`config.mk`:
```
export PLATFORM = sky130hd
export DESIGN_NAME = alu_core
export DESIGN_NICKNAME = d
export VERILOG_FILES = /design/src/hdl/alu_core_pkg.sv /design/src/hdl/decode_stage.sv /design/src/hdl/execute_stage.sv /design/src/hdl/result_stage.sv /design/src/hdl/alu_core.sv
export VERILOG_INCLUDE_DIRS = /design/src /design/src/include
export SDC_FILE = /design/constraint.sdc
export NUM_CORES = 2
export LEC_CHECK = 0
export BUFFER_PORTS_ARGS = -buffer_cell sky130_fd_sc_hd__buf_4
export CAP_MARGIN = 20
export CORE_AREA = 5 5 373 375
export DETAILED_ROUTE_END_ITERATION = 10
export DIE_AREA = 0 0 378 380
export PLACE_DENSITY = 0.7
export SYNTH_ARGS = -nofsm -noshare
export SYNTH_HDL_FRONTEND = slang
export SYNTH_SLANG_ARGS = --single-unit
export TNS_END_PERCENT = 100
```
`constraint.sdc`:
```
create_clock -name clock -period 5.4 [get_ports clock]
set_clock_uncertainty 0.05 [all_clocks]
set_input_delay 0.27 -clock clock [delete_from_list [all_inputs] [get_ports clock]]
set_output_delay 0.27 -clock clock [all_outputs]
set_load 0.02 [all_outputs]
```
`src/include/alu_core_consts.svh`:
```
// widths, opcodes and funct codes of the RV32 ALU core, included by the package and testbench
`ifndef ALU_CORE_CONSTS_SVH
`define ALU_CORE_CONSTS_SVH

// datapath and register index widths
`define XLEN            32
`define REG_IDX_BITS    5

// major opcodes kept by the core
`define OPC_OP          7'b0110011
`define OPC_OP_IMM      7'b0010011

// funct3 codes shared by R and I forms
`define F3_ADD_SUB      3'b000
`define F3_SLL          3'b001
`define F3_SLT          3'b010
`define F3_SLTU         3'b011
`define F3_XOR          3'b100
`define F3_SRL_SRA      3'b101
`define F3_OR           3'b110
`define F3_AND          3'b111

// funct7 that picks SUB over ADD and SRA over SRL
`define FUNCT7_ALT      7'b0100000

// full wfi encoding
`define INST_WFI        32'h10500073

`endif

```
`src/hdl/alu_core_pkg.sv`:
```
// shared instruction, ALU and pipeline packet types of the core, referenced by scoped name
`include "alu_core_consts.svh"

package alu_core_pkg;

    ////////////////////////////////
    // instruction formats
    ////////////////////////////////

    // register-register view
    typedef struct packed {
        logic [6:0]               funct7;
        logic [`REG_IDX_BITS-1:0] rs2;
        logic [`REG_IDX_BITS-1:0] rs1;
        logic [2:0]               funct3;
        logic [`REG_IDX_BITS-1:0] rd;
        logic [6:0]               opcode;
    } r_type_t;

    // register-immediate view
    typedef struct packed {
        logic [11:0]              imm;
        logic [`REG_IDX_BITS-1:0] rs1;
        logic [2:0]               funct3;
        logic [`REG_IDX_BITS-1:0] rd;
        logic [6:0]               opcode;
    } i_type_t;

    // one word decoded through either view
    typedef union packed {
        r_type_t r;
        i_type_t i;
    } inst_t;

    ////////////////////////////////
    // operation and status codes
    ////////////////////////////////

    typedef enum logic [3:0] {
        ALU_ADD, ALU_SUB, ALU_SLL, ALU_SLT, ALU_SLTU,
        ALU_XOR, ALU_SRL, ALU_SRA, ALU_OR, ALU_AND
    } alu_func_e;

    typedef enum logic [1:0] {
        NO_ERROR, ILLEGAL_INST, HALTED_ON_WFI
    } exception_e;

    ////////////////////////////////
    // stage packets
    ////////////////////////////////

    // decode to execute packet of 76 bits
    typedef struct packed {
        logic                     valid;
        alu_func_e                alu_func;
        logic [`XLEN-1:0]         opa;
        logic [`XLEN-1:0]         opb;
        logic [`REG_IDX_BITS-1:0] rd;
        exception_e               exception;
    } dec_packet_t;

    // execute to result and back to decode for bypass
    typedef struct packed {
        logic                     valid;
        logic [`REG_IDX_BITS-1:0] rd;
        logic [`XLEN-1:0]         value;
        exception_e               exception;
    } ex_result_t;

    // commit port seen outside the core
    typedef struct packed {
        logic                     valid;
        logic [`REG_IDX_BITS-1:0] rd;
        logic [`XLEN-1:0]         value;
    } commit_t;

endpackage

```
`src/hdl/decode_stage.sv`:
```
// takes instructions over the valid/ready handshake, decodes them and reads their operands
`include "alu_core_consts.svh"

module decode_stage (
    input  logic                      clock,
    input  logic                      reset,
    input  alu_core_pkg::inst_t       inst,
    input  logic                      inst_valid,
    input  alu_core_pkg::ex_result_t  ex_result,
    input  logic [`XLEN-1:0]          rs1_value,
    input  logic [`XLEN-1:0]          rs2_value,
    output logic                      inst_ready,
    output logic [`REG_IDX_BITS-1:0]  rs1_idx,
    output logic [`REG_IDX_BITS-1:0]  rs2_idx,
    output alu_core_pkg::dec_packet_t dec_packet
);

    alu_core_pkg::inst_t      inst_q;
    logic                     inst_valid_q;
    logic                     halt_q;
    logic                     halting;
    logic                     use_imm;
    logic [`XLEN-1:0]         imm_ext;
    alu_core_pkg::alu_func_e  alu_func;
    alu_core_pkg::exception_e exception;

    // funct3 plus the alt bit to an ALU op
    function automatic alu_core_pkg::alu_func_e map_func(input logic [2:0] funct3,
                                                         input logic alt);
        case (funct3)
            `F3_ADD_SUB: map_func = alt ? alu_core_pkg::ALU_SUB : alu_core_pkg::ALU_ADD;
            `F3_SLL:     map_func = alu_core_pkg::ALU_SLL;
            `F3_SLT:     map_func = alu_core_pkg::ALU_SLT;
            `F3_SLTU:    map_func = alu_core_pkg::ALU_SLTU;
            `F3_XOR:     map_func = alu_core_pkg::ALU_XOR;
            `F3_SRL_SRA: map_func = alt ? alu_core_pkg::ALU_SRA : alu_core_pkg::ALU_SRL;
            `F3_OR:      map_func = alu_core_pkg::ALU_OR;
            default:     map_func = alu_core_pkg::ALU_AND;
        endcase
    endfunction

    // forward from execute on an rd match or fall back to the register file
    function automatic logic [`XLEN-1:0] pick_operand(input logic [`REG_IDX_BITS-1:0] idx,
                                                      input logic [`XLEN-1:0] file_value);
        if (ex_result.valid && ex_result.rd != '0 && ex_result.rd == idx) begin
            pick_operand = ex_result.value;
        end else begin
            pick_operand = file_value;
        end
    endfunction

    ////////////////////////////////
    // instruction register
    ////////////////////////////////

    // word loaded on each accepted handshake
    always_ff @(posedge clock) begin
        if (inst_valid && inst_ready) begin
            inst_q <= inst;
        end
    end

    always_ff @(posedge clock or posedge reset) begin
        if (reset) begin
            inst_valid_q <= 1'b0;
            halt_q       <= 1'b0;
        end else begin
            inst_valid_q <= inst_valid && inst_ready;
            // sticky until reset
            if (inst_valid_q && halting) begin
                halt_q <= 1'b1;
            end
        end
    end

    ////////////////////////////////
    // decode
    ////////////////////////////////

    always_comb begin
        alu_func  = alu_core_pkg::ALU_ADD;
        exception = alu_core_pkg::NO_ERROR;
        use_imm   = 1'b0;
        case (inst_q.r.opcode)
            `OPC_OP: begin
                alu_func = map_func(inst_q.r.funct3, inst_q.r.funct7 == `FUNCT7_ALT);
            end
            `OPC_OP_IMM: begin
                use_imm  = 1'b1;
                // upper imm bits act as funct7 only for SRAI
                alu_func = map_func(inst_q.i.funct3,
                                    inst_q.i.funct3 == `F3_SRL_SRA &&
                                    inst_q.r.funct7 == `FUNCT7_ALT);
            end
            default: begin
                exception = (inst_q == `INST_WFI) ? alu_core_pkg::HALTED_ON_WFI
                                                  : alu_core_pkg::ILLEGAL_INST;
            end
        endcase
    end

    assign halting = exception != alu_core_pkg::NO_ERROR;
    assign imm_ext = {{(`XLEN-12){inst_q.i.imm[11]}}, inst_q.i.imm};

    // rs2 field is a don't care for the I form
    assign rs1_idx = inst_q.r.rs1;
    assign rs2_idx = inst_q.r.rs2;

    // ready drops as soon as a halting word sits in decode
    assign inst_ready = !halt_q && !(inst_valid_q && halting);

    ////////////////////////////////
    // packet to execute
    ////////////////////////////////

    always_comb begin
        dec_packet.valid     = inst_valid_q;
        dec_packet.alu_func  = alu_func;
        dec_packet.opa       = pick_operand(rs1_idx, rs1_value);
        dec_packet.opb       = use_imm ? imm_ext : pick_operand(rs2_idx, rs2_value);
        dec_packet.rd        = halting ? '0 : inst_q.r.rd;
        dec_packet.exception = exception;
    end

endmodule

```
`src/hdl/execute_stage.sv`:
```
// registers the decoded packet and computes the integer ALU result
`include "alu_core_consts.svh"

module execute_stage (
    input  logic                      clock,
    input  logic                      reset,
    input  alu_core_pkg::dec_packet_t dec_packet,
    output alu_core_pkg::ex_result_t  ex_result
);

    alu_core_pkg::dec_packet_t dec_q;
    logic [`XLEN-1:0]          alu_out;
    logic [4:0]                shamt;

    ////////////////////////////////
    // decode to execute register
    ////////////////////////////////

    // no stall and a new packet every cycle
    always_ff @(posedge clock or posedge reset) begin
        if (reset) begin
            dec_q <= '0;
        end else begin
            dec_q <= dec_packet;
        end
    end

    ////////////////////////////////
    // ALU
    ////////////////////////////////

    // shift amount from low five bits of b
    assign shamt = dec_q.opb[4:0];

    always_comb begin
        case (dec_q.alu_func)
            alu_core_pkg::ALU_ADD: alu_out = dec_q.opa + dec_q.opb;
            alu_core_pkg::ALU_SUB: alu_out = dec_q.opa - dec_q.opb;
            alu_core_pkg::ALU_SLL: alu_out = dec_q.opa << shamt;
            alu_core_pkg::ALU_SLT: begin
                alu_out = {{(`XLEN-1){1'b0}}, $signed(dec_q.opa) < $signed(dec_q.opb)};
            end
            alu_core_pkg::ALU_SLTU: begin
                alu_out = {{(`XLEN-1){1'b0}}, dec_q.opa < dec_q.opb};
            end
            alu_core_pkg::ALU_XOR: alu_out = dec_q.opa ^ dec_q.opb;
            alu_core_pkg::ALU_SRL: alu_out = dec_q.opa >> shamt;
            // sign bit fills from the left
            alu_core_pkg::ALU_SRA: alu_out = $unsigned($signed(dec_q.opa) >>> shamt);
            alu_core_pkg::ALU_OR:  alu_out = dec_q.opa | dec_q.opb;
            alu_core_pkg::ALU_AND: alu_out = dec_q.opa & dec_q.opb;
            default:               alu_out = '0;
        endcase
    end

    ////////////////////////////////
    // result that is also the bypass source
    ////////////////////////////////

    always_comb begin
        ex_result.valid     = dec_q.valid;
        ex_result.rd        = dec_q.rd;
        // halting instructions carry value zero
        ex_result.value     = (dec_q.exception != alu_core_pkg::NO_ERROR) ? '0 : alu_out;
        ex_result.exception = dec_q.exception;
    end

endmodule

```
`src/hdl/result_stage.sv`:
```
// result stage holding the register file, the commit register and the latched error status
`include "alu_core_consts.svh"

module result_stage (
    input  logic                     clock,
    input  logic                     reset,
    input  alu_core_pkg::ex_result_t ex_result,
    input  logic [`REG_IDX_BITS-1:0] rs1_idx,
    input  logic [`REG_IDX_BITS-1:0] rs2_idx,
    output logic [`XLEN-1:0]         rs1_value,
    output logic [`XLEN-1:0]         rs2_value,
    output alu_core_pkg::commit_t    commit,
    output alu_core_pkg::exception_e error_status
);

    // x1..x31 only since x0 is hardwired
    logic [`XLEN-1:0] regs [1:31];
    logic             wr_en;

    ////////////////////////////////
    // register file
    ////////////////////////////////

    assign wr_en = ex_result.valid && ex_result.rd != '0;

    // same edge as commit, so a committed value is already readable
    always_ff @(posedge clock) begin
        if (wr_en) begin
            regs[ex_result.rd] <= ex_result.value;
        end
    end

    // asynchronous read ports for decode
    assign rs1_value = (rs1_idx == '0) ? '0 : regs[rs1_idx];
    assign rs2_value = (rs2_idx == '0) ? '0 : regs[rs2_idx];

    ////////////////////////////////
    // commit register
    ////////////////////////////////

    always_ff @(posedge clock or posedge reset) begin
        if (reset) begin
            commit <= '0;
        end else begin
            commit.valid <= ex_result.valid;
            // payload only moves on a valid result
            if (ex_result.valid) begin
                commit.rd    <= ex_result.rd;
                commit.value <= ex_result.value;
            end
        end
    end

    ////////////////////////////////
    // error status
    ////////////////////////////////

    // first exception wins and holds until reset
    always_ff @(posedge clock or posedge reset) begin
        if (reset) begin
            error_status <= alu_core_pkg::NO_ERROR;
        end else if (error_status == alu_core_pkg::NO_ERROR && ex_result.valid) begin
            error_status <= ex_result.exception;
        end
    end

endmodule

```
`src/hdl/alu_core.sv`:
```
// top of the three-stage RV32 integer core chaining the decode, execute and result stages
`include "alu_core_consts.svh"

module alu_core (
    input  logic                     clock,
    input  logic                     reset,
    input  logic                     inst_valid,
    input  alu_core_pkg::inst_t      inst,
    output logic                     inst_ready,
    output alu_core_pkg::commit_t    commit,
    output alu_core_pkg::exception_e error_status
);

    // stage links
    alu_core_pkg::dec_packet_t dec_packet;
    alu_core_pkg::ex_result_t  ex_result;
    logic [`REG_IDX_BITS-1:0]  rs1_idx;
    logic [`REG_IDX_BITS-1:0]  rs2_idx;
    logic [`XLEN-1:0]          rs1_value;
    logic [`XLEN-1:0]          rs2_value;

    decode_stage u_decode_stage (
        .clock      (clock),
        .reset      (reset),
        .inst       (inst),
        .inst_valid (inst_valid),
        .ex_result  (ex_result),
        .rs1_value  (rs1_value),
        .rs2_value  (rs2_value),
        .inst_ready (inst_ready),
        .rs1_idx    (rs1_idx),
        .rs2_idx    (rs2_idx),
        .dec_packet (dec_packet)
    );

    execute_stage u_execute_stage (
        .clock      (clock),
        .reset      (reset),
        .dec_packet (dec_packet),
        .ex_result  (ex_result)
    );

    // owns the register file that decode reads
    result_stage u_result_stage (
        .clock        (clock),
        .reset        (reset),
        .ex_result    (ex_result),
        .rs1_idx      (rs1_idx),
        .rs2_idx      (rs2_idx),
        .rs1_value    (rs1_value),
        .rs2_value    (rs2_value),
        .commit       (commit),
        .error_status (error_status)
    );

endmodule

```
-- Yosys cells after proc, flatten, opt, wreduce, memory -nomap -nowiden
Memories as Yosys holds them, arrays and structs flattened. A register that Yosys moved wholly into a read port is not among the register bits.
Index checks and enable logic that the tools add are counted.
- flip-flop bits (word level): 150
- memory bits (writable): 992
- input port bits: 35
- word-level logic and storage cells: 86
- memories kept: 1
- memories (memory ; words ; bits a word ; rd ports ; clocked after memory_dff ; wr ports ; line ; RTL):
    u_result_stage.regs ; 31 ; 32 ; 2 ; 2 ; 1 ; result_stage.sv:17 ; logic [`XLEN-1:0] regs [1:31];
- $add $sub $neg: 2
- order comparisons: 2
- eq/ne operators: 21
- shifts and indexed selects: 3
- muxes and demuxes: 22
- bitwise logic cells: 3
- reductions and logical operators: 19
- operators by type and width (cell ; count):
    32-bit one-hot mux with 10 select lines ; 1
    32-bit 2-to-1 mux ; 6
    32-bit < comparator ; 2
    4-bit one-hot mux with 7 select lines ; 2
    32-bit adder ; 1
    32-bit AND ; 1
    32-bit by 29-bit equality test with 1-bit output (second input constant) ; 1
    32-bit bitwise OR ; 1
    32-bit by 5-bit left shift with 32-bit output ; 1
    32-bit by 5-bit >> shifter with 32-bit output ; 1
    32-bit by 5-bit >>> shifter with 32-bit output ; 1
    32-bit subtractor ; 1
    32-bit XOR ; 1
    4-bit by 3-bit equality test with 1-bit output (second input constant) ; 4
    5-bit 2-to-1 mux ; 3
    7-bit by 6-bit equality test with 1-bit output (second input constant) ; 2
    5-bit equality test ; 2
    5-bit logical NOT ; 2
    3-bit equality test (second input constant) ; 3
    4-bit by 2-bit equality test with 1-bit output (second input constant) ; 2
    4-bit equality test (second input constant) ; 2
    1-bit logical AND ; 8
    4-bit one-hot mux with 2 select lines ; 1
    7-bit by 5-bit equality test with 1-bit output (second input constant) ; 1
    other kinds (12) ; 22

-- Logic depth before layout (Yosys ltp)
- depth in word-level cells: 9
- mapped depth: 15
- depth with buffers taken out: 13

-- Cells and area by module
Synthesis repeated with hierarchy kept, for this count alone.
- cell total of the unflattened synthesis: 4303
- area total of the unflattened synthesis: 60930.9 um2
- modules (own cells, without submodules) (module ; times used ; cells an instance ; area an instance (um2) ; sequential area each (um2)):
    result_stage ; 1 ; 2683 ; 47755.8 ; 30789.5
    execute_stage ; 1 ; 1340 ; 10296.1 ; 1901.8
    decode_stage ; 1 ; 280 ; 2879.0 ; 1011.0

-- Worst setup path after synthesis
OpenSTA, ideal clock, no wires.
- path type: register to register
- from: register u_execute_stage.dec_q[9] (netlist bit)
- to: memory u_result_stage.regs[10][31] (netlist bit) (data pin)
- library setup time: 0.346 ns
- arrival time: 4.255 ns
- path slack: 0.749 ns
- stages on the path, launching flop included: 15
- period minus slack after synthesis: 4.651 ns
- cells stage by stage: dfrtp_1 inv_1 buf_1 buf_1 clkbuf_1 ha_1 o21ai_0 o21bai_1 a21oi_1 o211ai_1 a31oi_1 a2111oi_0 mux2i_1 a211oi_2 nor2_1
- RTL lines (what ; line ; RTL):
    start: declaration ; execute_stage.sv:11 ; alu_core_pkg::dec_packet_t dec_q;
    start signal: assignment ; execute_stage.sv:24 ; dec_q <= dec_packet;
    end: declaration ; result_stage.sv:17 ;

==> results.sh <==
export IMPL_cts_root_buf="clkbuf_16"
export IMPL_whs_ns=0.0510
export IMPL_criticalPathCategory="flop to flop"
export IMPL_fmax_mhz=207
export IMPL_grt_total_usage_pct=29.0
export IMPL_critical_path_top_delay_family="simple AND/OR/NAND/NOR gates"
export IMPL_hold_class="input pin to async pin"
export IMPL_num_rows=135
export IMPL_p_switching_uw=6080
export IMPL_async_reset_ff_share_pct=10.2
export IMPL_post_route_util_pct=50.8
export IMPL_crit_required_ns=5.72
export IMPL_first_iter_violations=6725
export IMPL_die_area_um2=144000
export IMPL_cts_tree="yes"
export IMPL_fin_crit_ns=4.84
export IMPL_fp_dieW_um=378
export IMPL_cp_slowest_cell="nor2_2"
export IMPL_hold_viol=0
export IMPL_synth_seq_cells=1152
export IMPL_synth_compound_area_share_pct=8.40
export IMPL_drcViolationCount=0
export IMPL_overflow=0
export IMPL_grt_pass1_wl_um=300000
export IMPL_synth_seq_area_share_pct=56.0
export IMPL_path_max_fanout=31
export IMPL_cts_clk_slew_worst_paths_ns=0.06
export IMPL_syn_inst=3905
export IMPL_startpoint_type="flop"
export IMPL_finalNetCount=4188
export IMPL_synthMuxAreaShare_pct=25.6
export IMPL_place_congestion=1.06
export IMPL_synth_most_common_cell="edfxtp_1"
export IMPL_yosys_area_share_simple_pct=4.87
export IMPL_clock_path_buffers=3
export IMPL_antenna_found_initial=7
export IMPL_route_vias_total=41400
export IMPL_crit_cells=12
export IMPL_slew_violations=0
export IMPL_die_h_um=380
export IMPL_routed_wl_um=211000
export IMPL_cp_slowest_stage_delay_ns=0.83
export IMPL_fin_crit_sh_pct=89.6
export IMPL_p_int_uw=15600
export IMPL_synth_main_ff_cell="edfxtp_1"
export IMPL_power_total_uw=21700
export IMPL_final_setup_tns_ns=0
export IMPL_synth_distinct_cells=89
export IMPL_worstMarginPinSlew_ns=1.13
export IMPL_vdd_ir_drop_max_v=0.000278
export IMPL_synth_edf_count=1024
export IMPL_synth_xor_area_share_pct=0.304
export IMPL_synthTopCellsByArea="edfxtp_1 (51%), mux4_2 (22%), dfrtp_1 (4.9%)"
export IMPL_power_frac_comb_pct=16.7
export IMPL_outcome="complete, no violations"
export IMPL_cts_sinks=1152
export IMPL_clkPwrFrac_pct=37.8
export IMPL_rsz0062_at_grt="false"
export IMPL_synth_nets=4042
export IMPL_setup_viol_count_final=0
export IMPL_firstDrtPassIters=7
export IMPL_leakagePower_uw=0.0248
export IMPL_slew_headroom_pct=22.4
export IMPL_r2r_cells=12
export IMPL_critPathArrivalTime_ns=5.16
export IMPL_synthesis_area_um2=60600
export IMPL_cts_made_buffers=116
export IMPL_drv_cap=0
export IMPL_avgSynthCellArea_um2=15.5
export IMPL_port_buffers=75
export IMPL_ios=76
export IMPL_synth_top_area_share_pct=50.8
export IMPL_p_sw_share_pct=28.0
export IMPL_worstSetupEndpointType="flop"
export IMPL_ys_warn_count=0
export IMPL_crit_buf_inv=3
export IMPL_synth_top_family_by_area="multiplexers"
export IMPL_core_um2=135000
export IMPL_dp_hpwl_um=133000
export IMPL_wl_per_cell_um=35.6
export IMPL_synthAdderAreaFrac_pct=2.13
export IMPL_drtAntennaViolNets=0
export IMPL_path_cells="inv_1, ha_1, inv_1, nor4_1, nand3_1, a31oi_1, o21ai_0, buf_4, o31ai_1, mux2_2, a22oi_4, nor2_2"
export IMPL_drive_gt1_share_pct=28.9
export IMPL_seqPwrFrac_pct=45.5
export IMPL_h_tree_depth=3
export IMPL_routed_via_density=6.98
export IMPL_synthTopCellsByCount="edfxtp_1 (1024), mux4_2 (589), nor2_1 (289)"
export IMPL_crit_top_cell="inv_1"
export IMPL_power_density_nw_per_um2=317
export IMPL_yosysTopAreaCell="edfxtp_1"
export IMPL_area_growth_pct=13.3
export IMPL_grt_pass1_vias=41000
export IMPL_initial_core_util_pct=44.9
export IMPL_clock_latency_ns=0.80
export IMPL_grt_max_degree=111
==> timing repair <==
item / 4_1_cts / 5_1_grt
hold buffers: 34 / 0
buffers inserted: 0 / 0
gates resized for setup: 0 / 0
hold endpoints to repair: 98 / 0
==> placed cells by master (no fill, tap or decap), types with 100 or more instances in the layout <==
cell and n:
ha_1 100, clkbuf_16 118, nand2_1 157, dfrtp_1 114, inv_1 103, mux4_2 589
mux2i_1 168, nor2_1 250, a21oi_1 208, a211oi_1 117, edfxtp_1 1024, buf_4 275
o21ai_0 116
==> area by class of cell <==
type,count,area [µm²]
repair buffers,329,2810
clock buffers,147,3070
well taps,1781,2230
inverters,107,407
flip-flops and latches,1152,33900
multi-input cells,2345,25300
diodes,3,7.51
clock inverters,67,800
fillers,10900,66400
==> worst register-to-register path, cell delays in order (launching register included) <==
cell and delay [ns]:
dfrtp_1 0.53, inv_1 0.14, ha_1 0.53, inv_1 0.18
nor4_1 0.55, nand3_1 0.23, a31oi_1 0.40, o21ai_0 0.18
buf_4 0.18, o31ai_1 0.33, mux2_2 0.24, a22oi_4 0.08
nor2_2 0.83
==> through the flow <==
step	cell area [µm²]	cells	setup slack (ns)
2_1_floorplan	60600	3905	0.749
3_3_place_gp	64300	5675	0.531
3_5_place_dp	64300	5675	0.534
4_1_cts	68500	5923	0.437
5_1_grt	68600	5929	0.299
6_report	68600	5931	0.559
==> flip-flops by register name, indices dropped and copies added, names as in the netlist, named ones only <==
signal / count
u_result_stage.regs: 992
u_result_stage.error_status: 2
u_result_stage.commit: 38
u_execute_stage.ex_result: 8
u_decode_stage.inst_q: 32
u_decode_stage.halt_q: 1
u_decode_stage.inst_valid_q: 1
u_execute_stage.dec_q: 68
==> metal layers <==
| metal | track usage (%) | vias to the layer above | routed length [µm] | share of wire [%] |
|---|---|---|---|---|
| li1 | - | 16300 | - | - |
| met1 | 39.3 | 21300 | 77200 | 37 |
| met2 | 44.6 | 3101 | 96800 | 46 |
| met3 | 7.07 | 635 | 25400 | 12 |
| met4 | 13.4 | 8 | 11500 | 5.4 |
| met5 | 0 | - | 50 | 0.024 |
==> logic make-up after synthesis <==
logic type	after synthesis
AND/OR/NAND/NOR	654
multiplexers	808
XOR/XNOR	21
buffers and inverters	408
flip-flops	1152
AO/OA/AOI/OAI	760
adder cells (fa/ha/maj)	102
==> path summary, 6_finish.rpt <==
kind                                                  startpoint                                      end  slack [ns]
setup / recovery             u_execute_stage.dec_q[48]$_DFF_PP0_     u_result_stage.regs[9][30]$_DFFE_PP_        0.56
hold / removal                                             reset        u_decode_stage.halt_q$_DFFE_PP0P_        0.05
setup reg to reg             u_execute_stage.dec_q[48]$_DFF_PP0_     u_result_stage.regs[9][30]$_DFFE_PP_        0.56
hold reg to reg            u_decode_stage.inst_valid_q$_DFF_PP0_  u_execute_stage.ex_result[39]$_DFF_PP0_        0.35
max in group asynchronous                                  reset       u_execute_stage.dec_q[7]$_DFF_PP0_        3.83
min in group clock                                       inst[4]       u_decode_stage.inst_q[4]$_DFFE_PP_        0.14
==> power by group through the flow <==
stage	clock network (µW)	logic (µW)	registers, µW
after floorplan	0	2320	9930
after global placement	0	3480	10100
after detailed placement	0	3470	10100
after CTS	8290	3510	9870
after global routing	8680	3800	9880
final	8210	3630	9880
No activity file was read; power rests on OpenSTA's default activity.
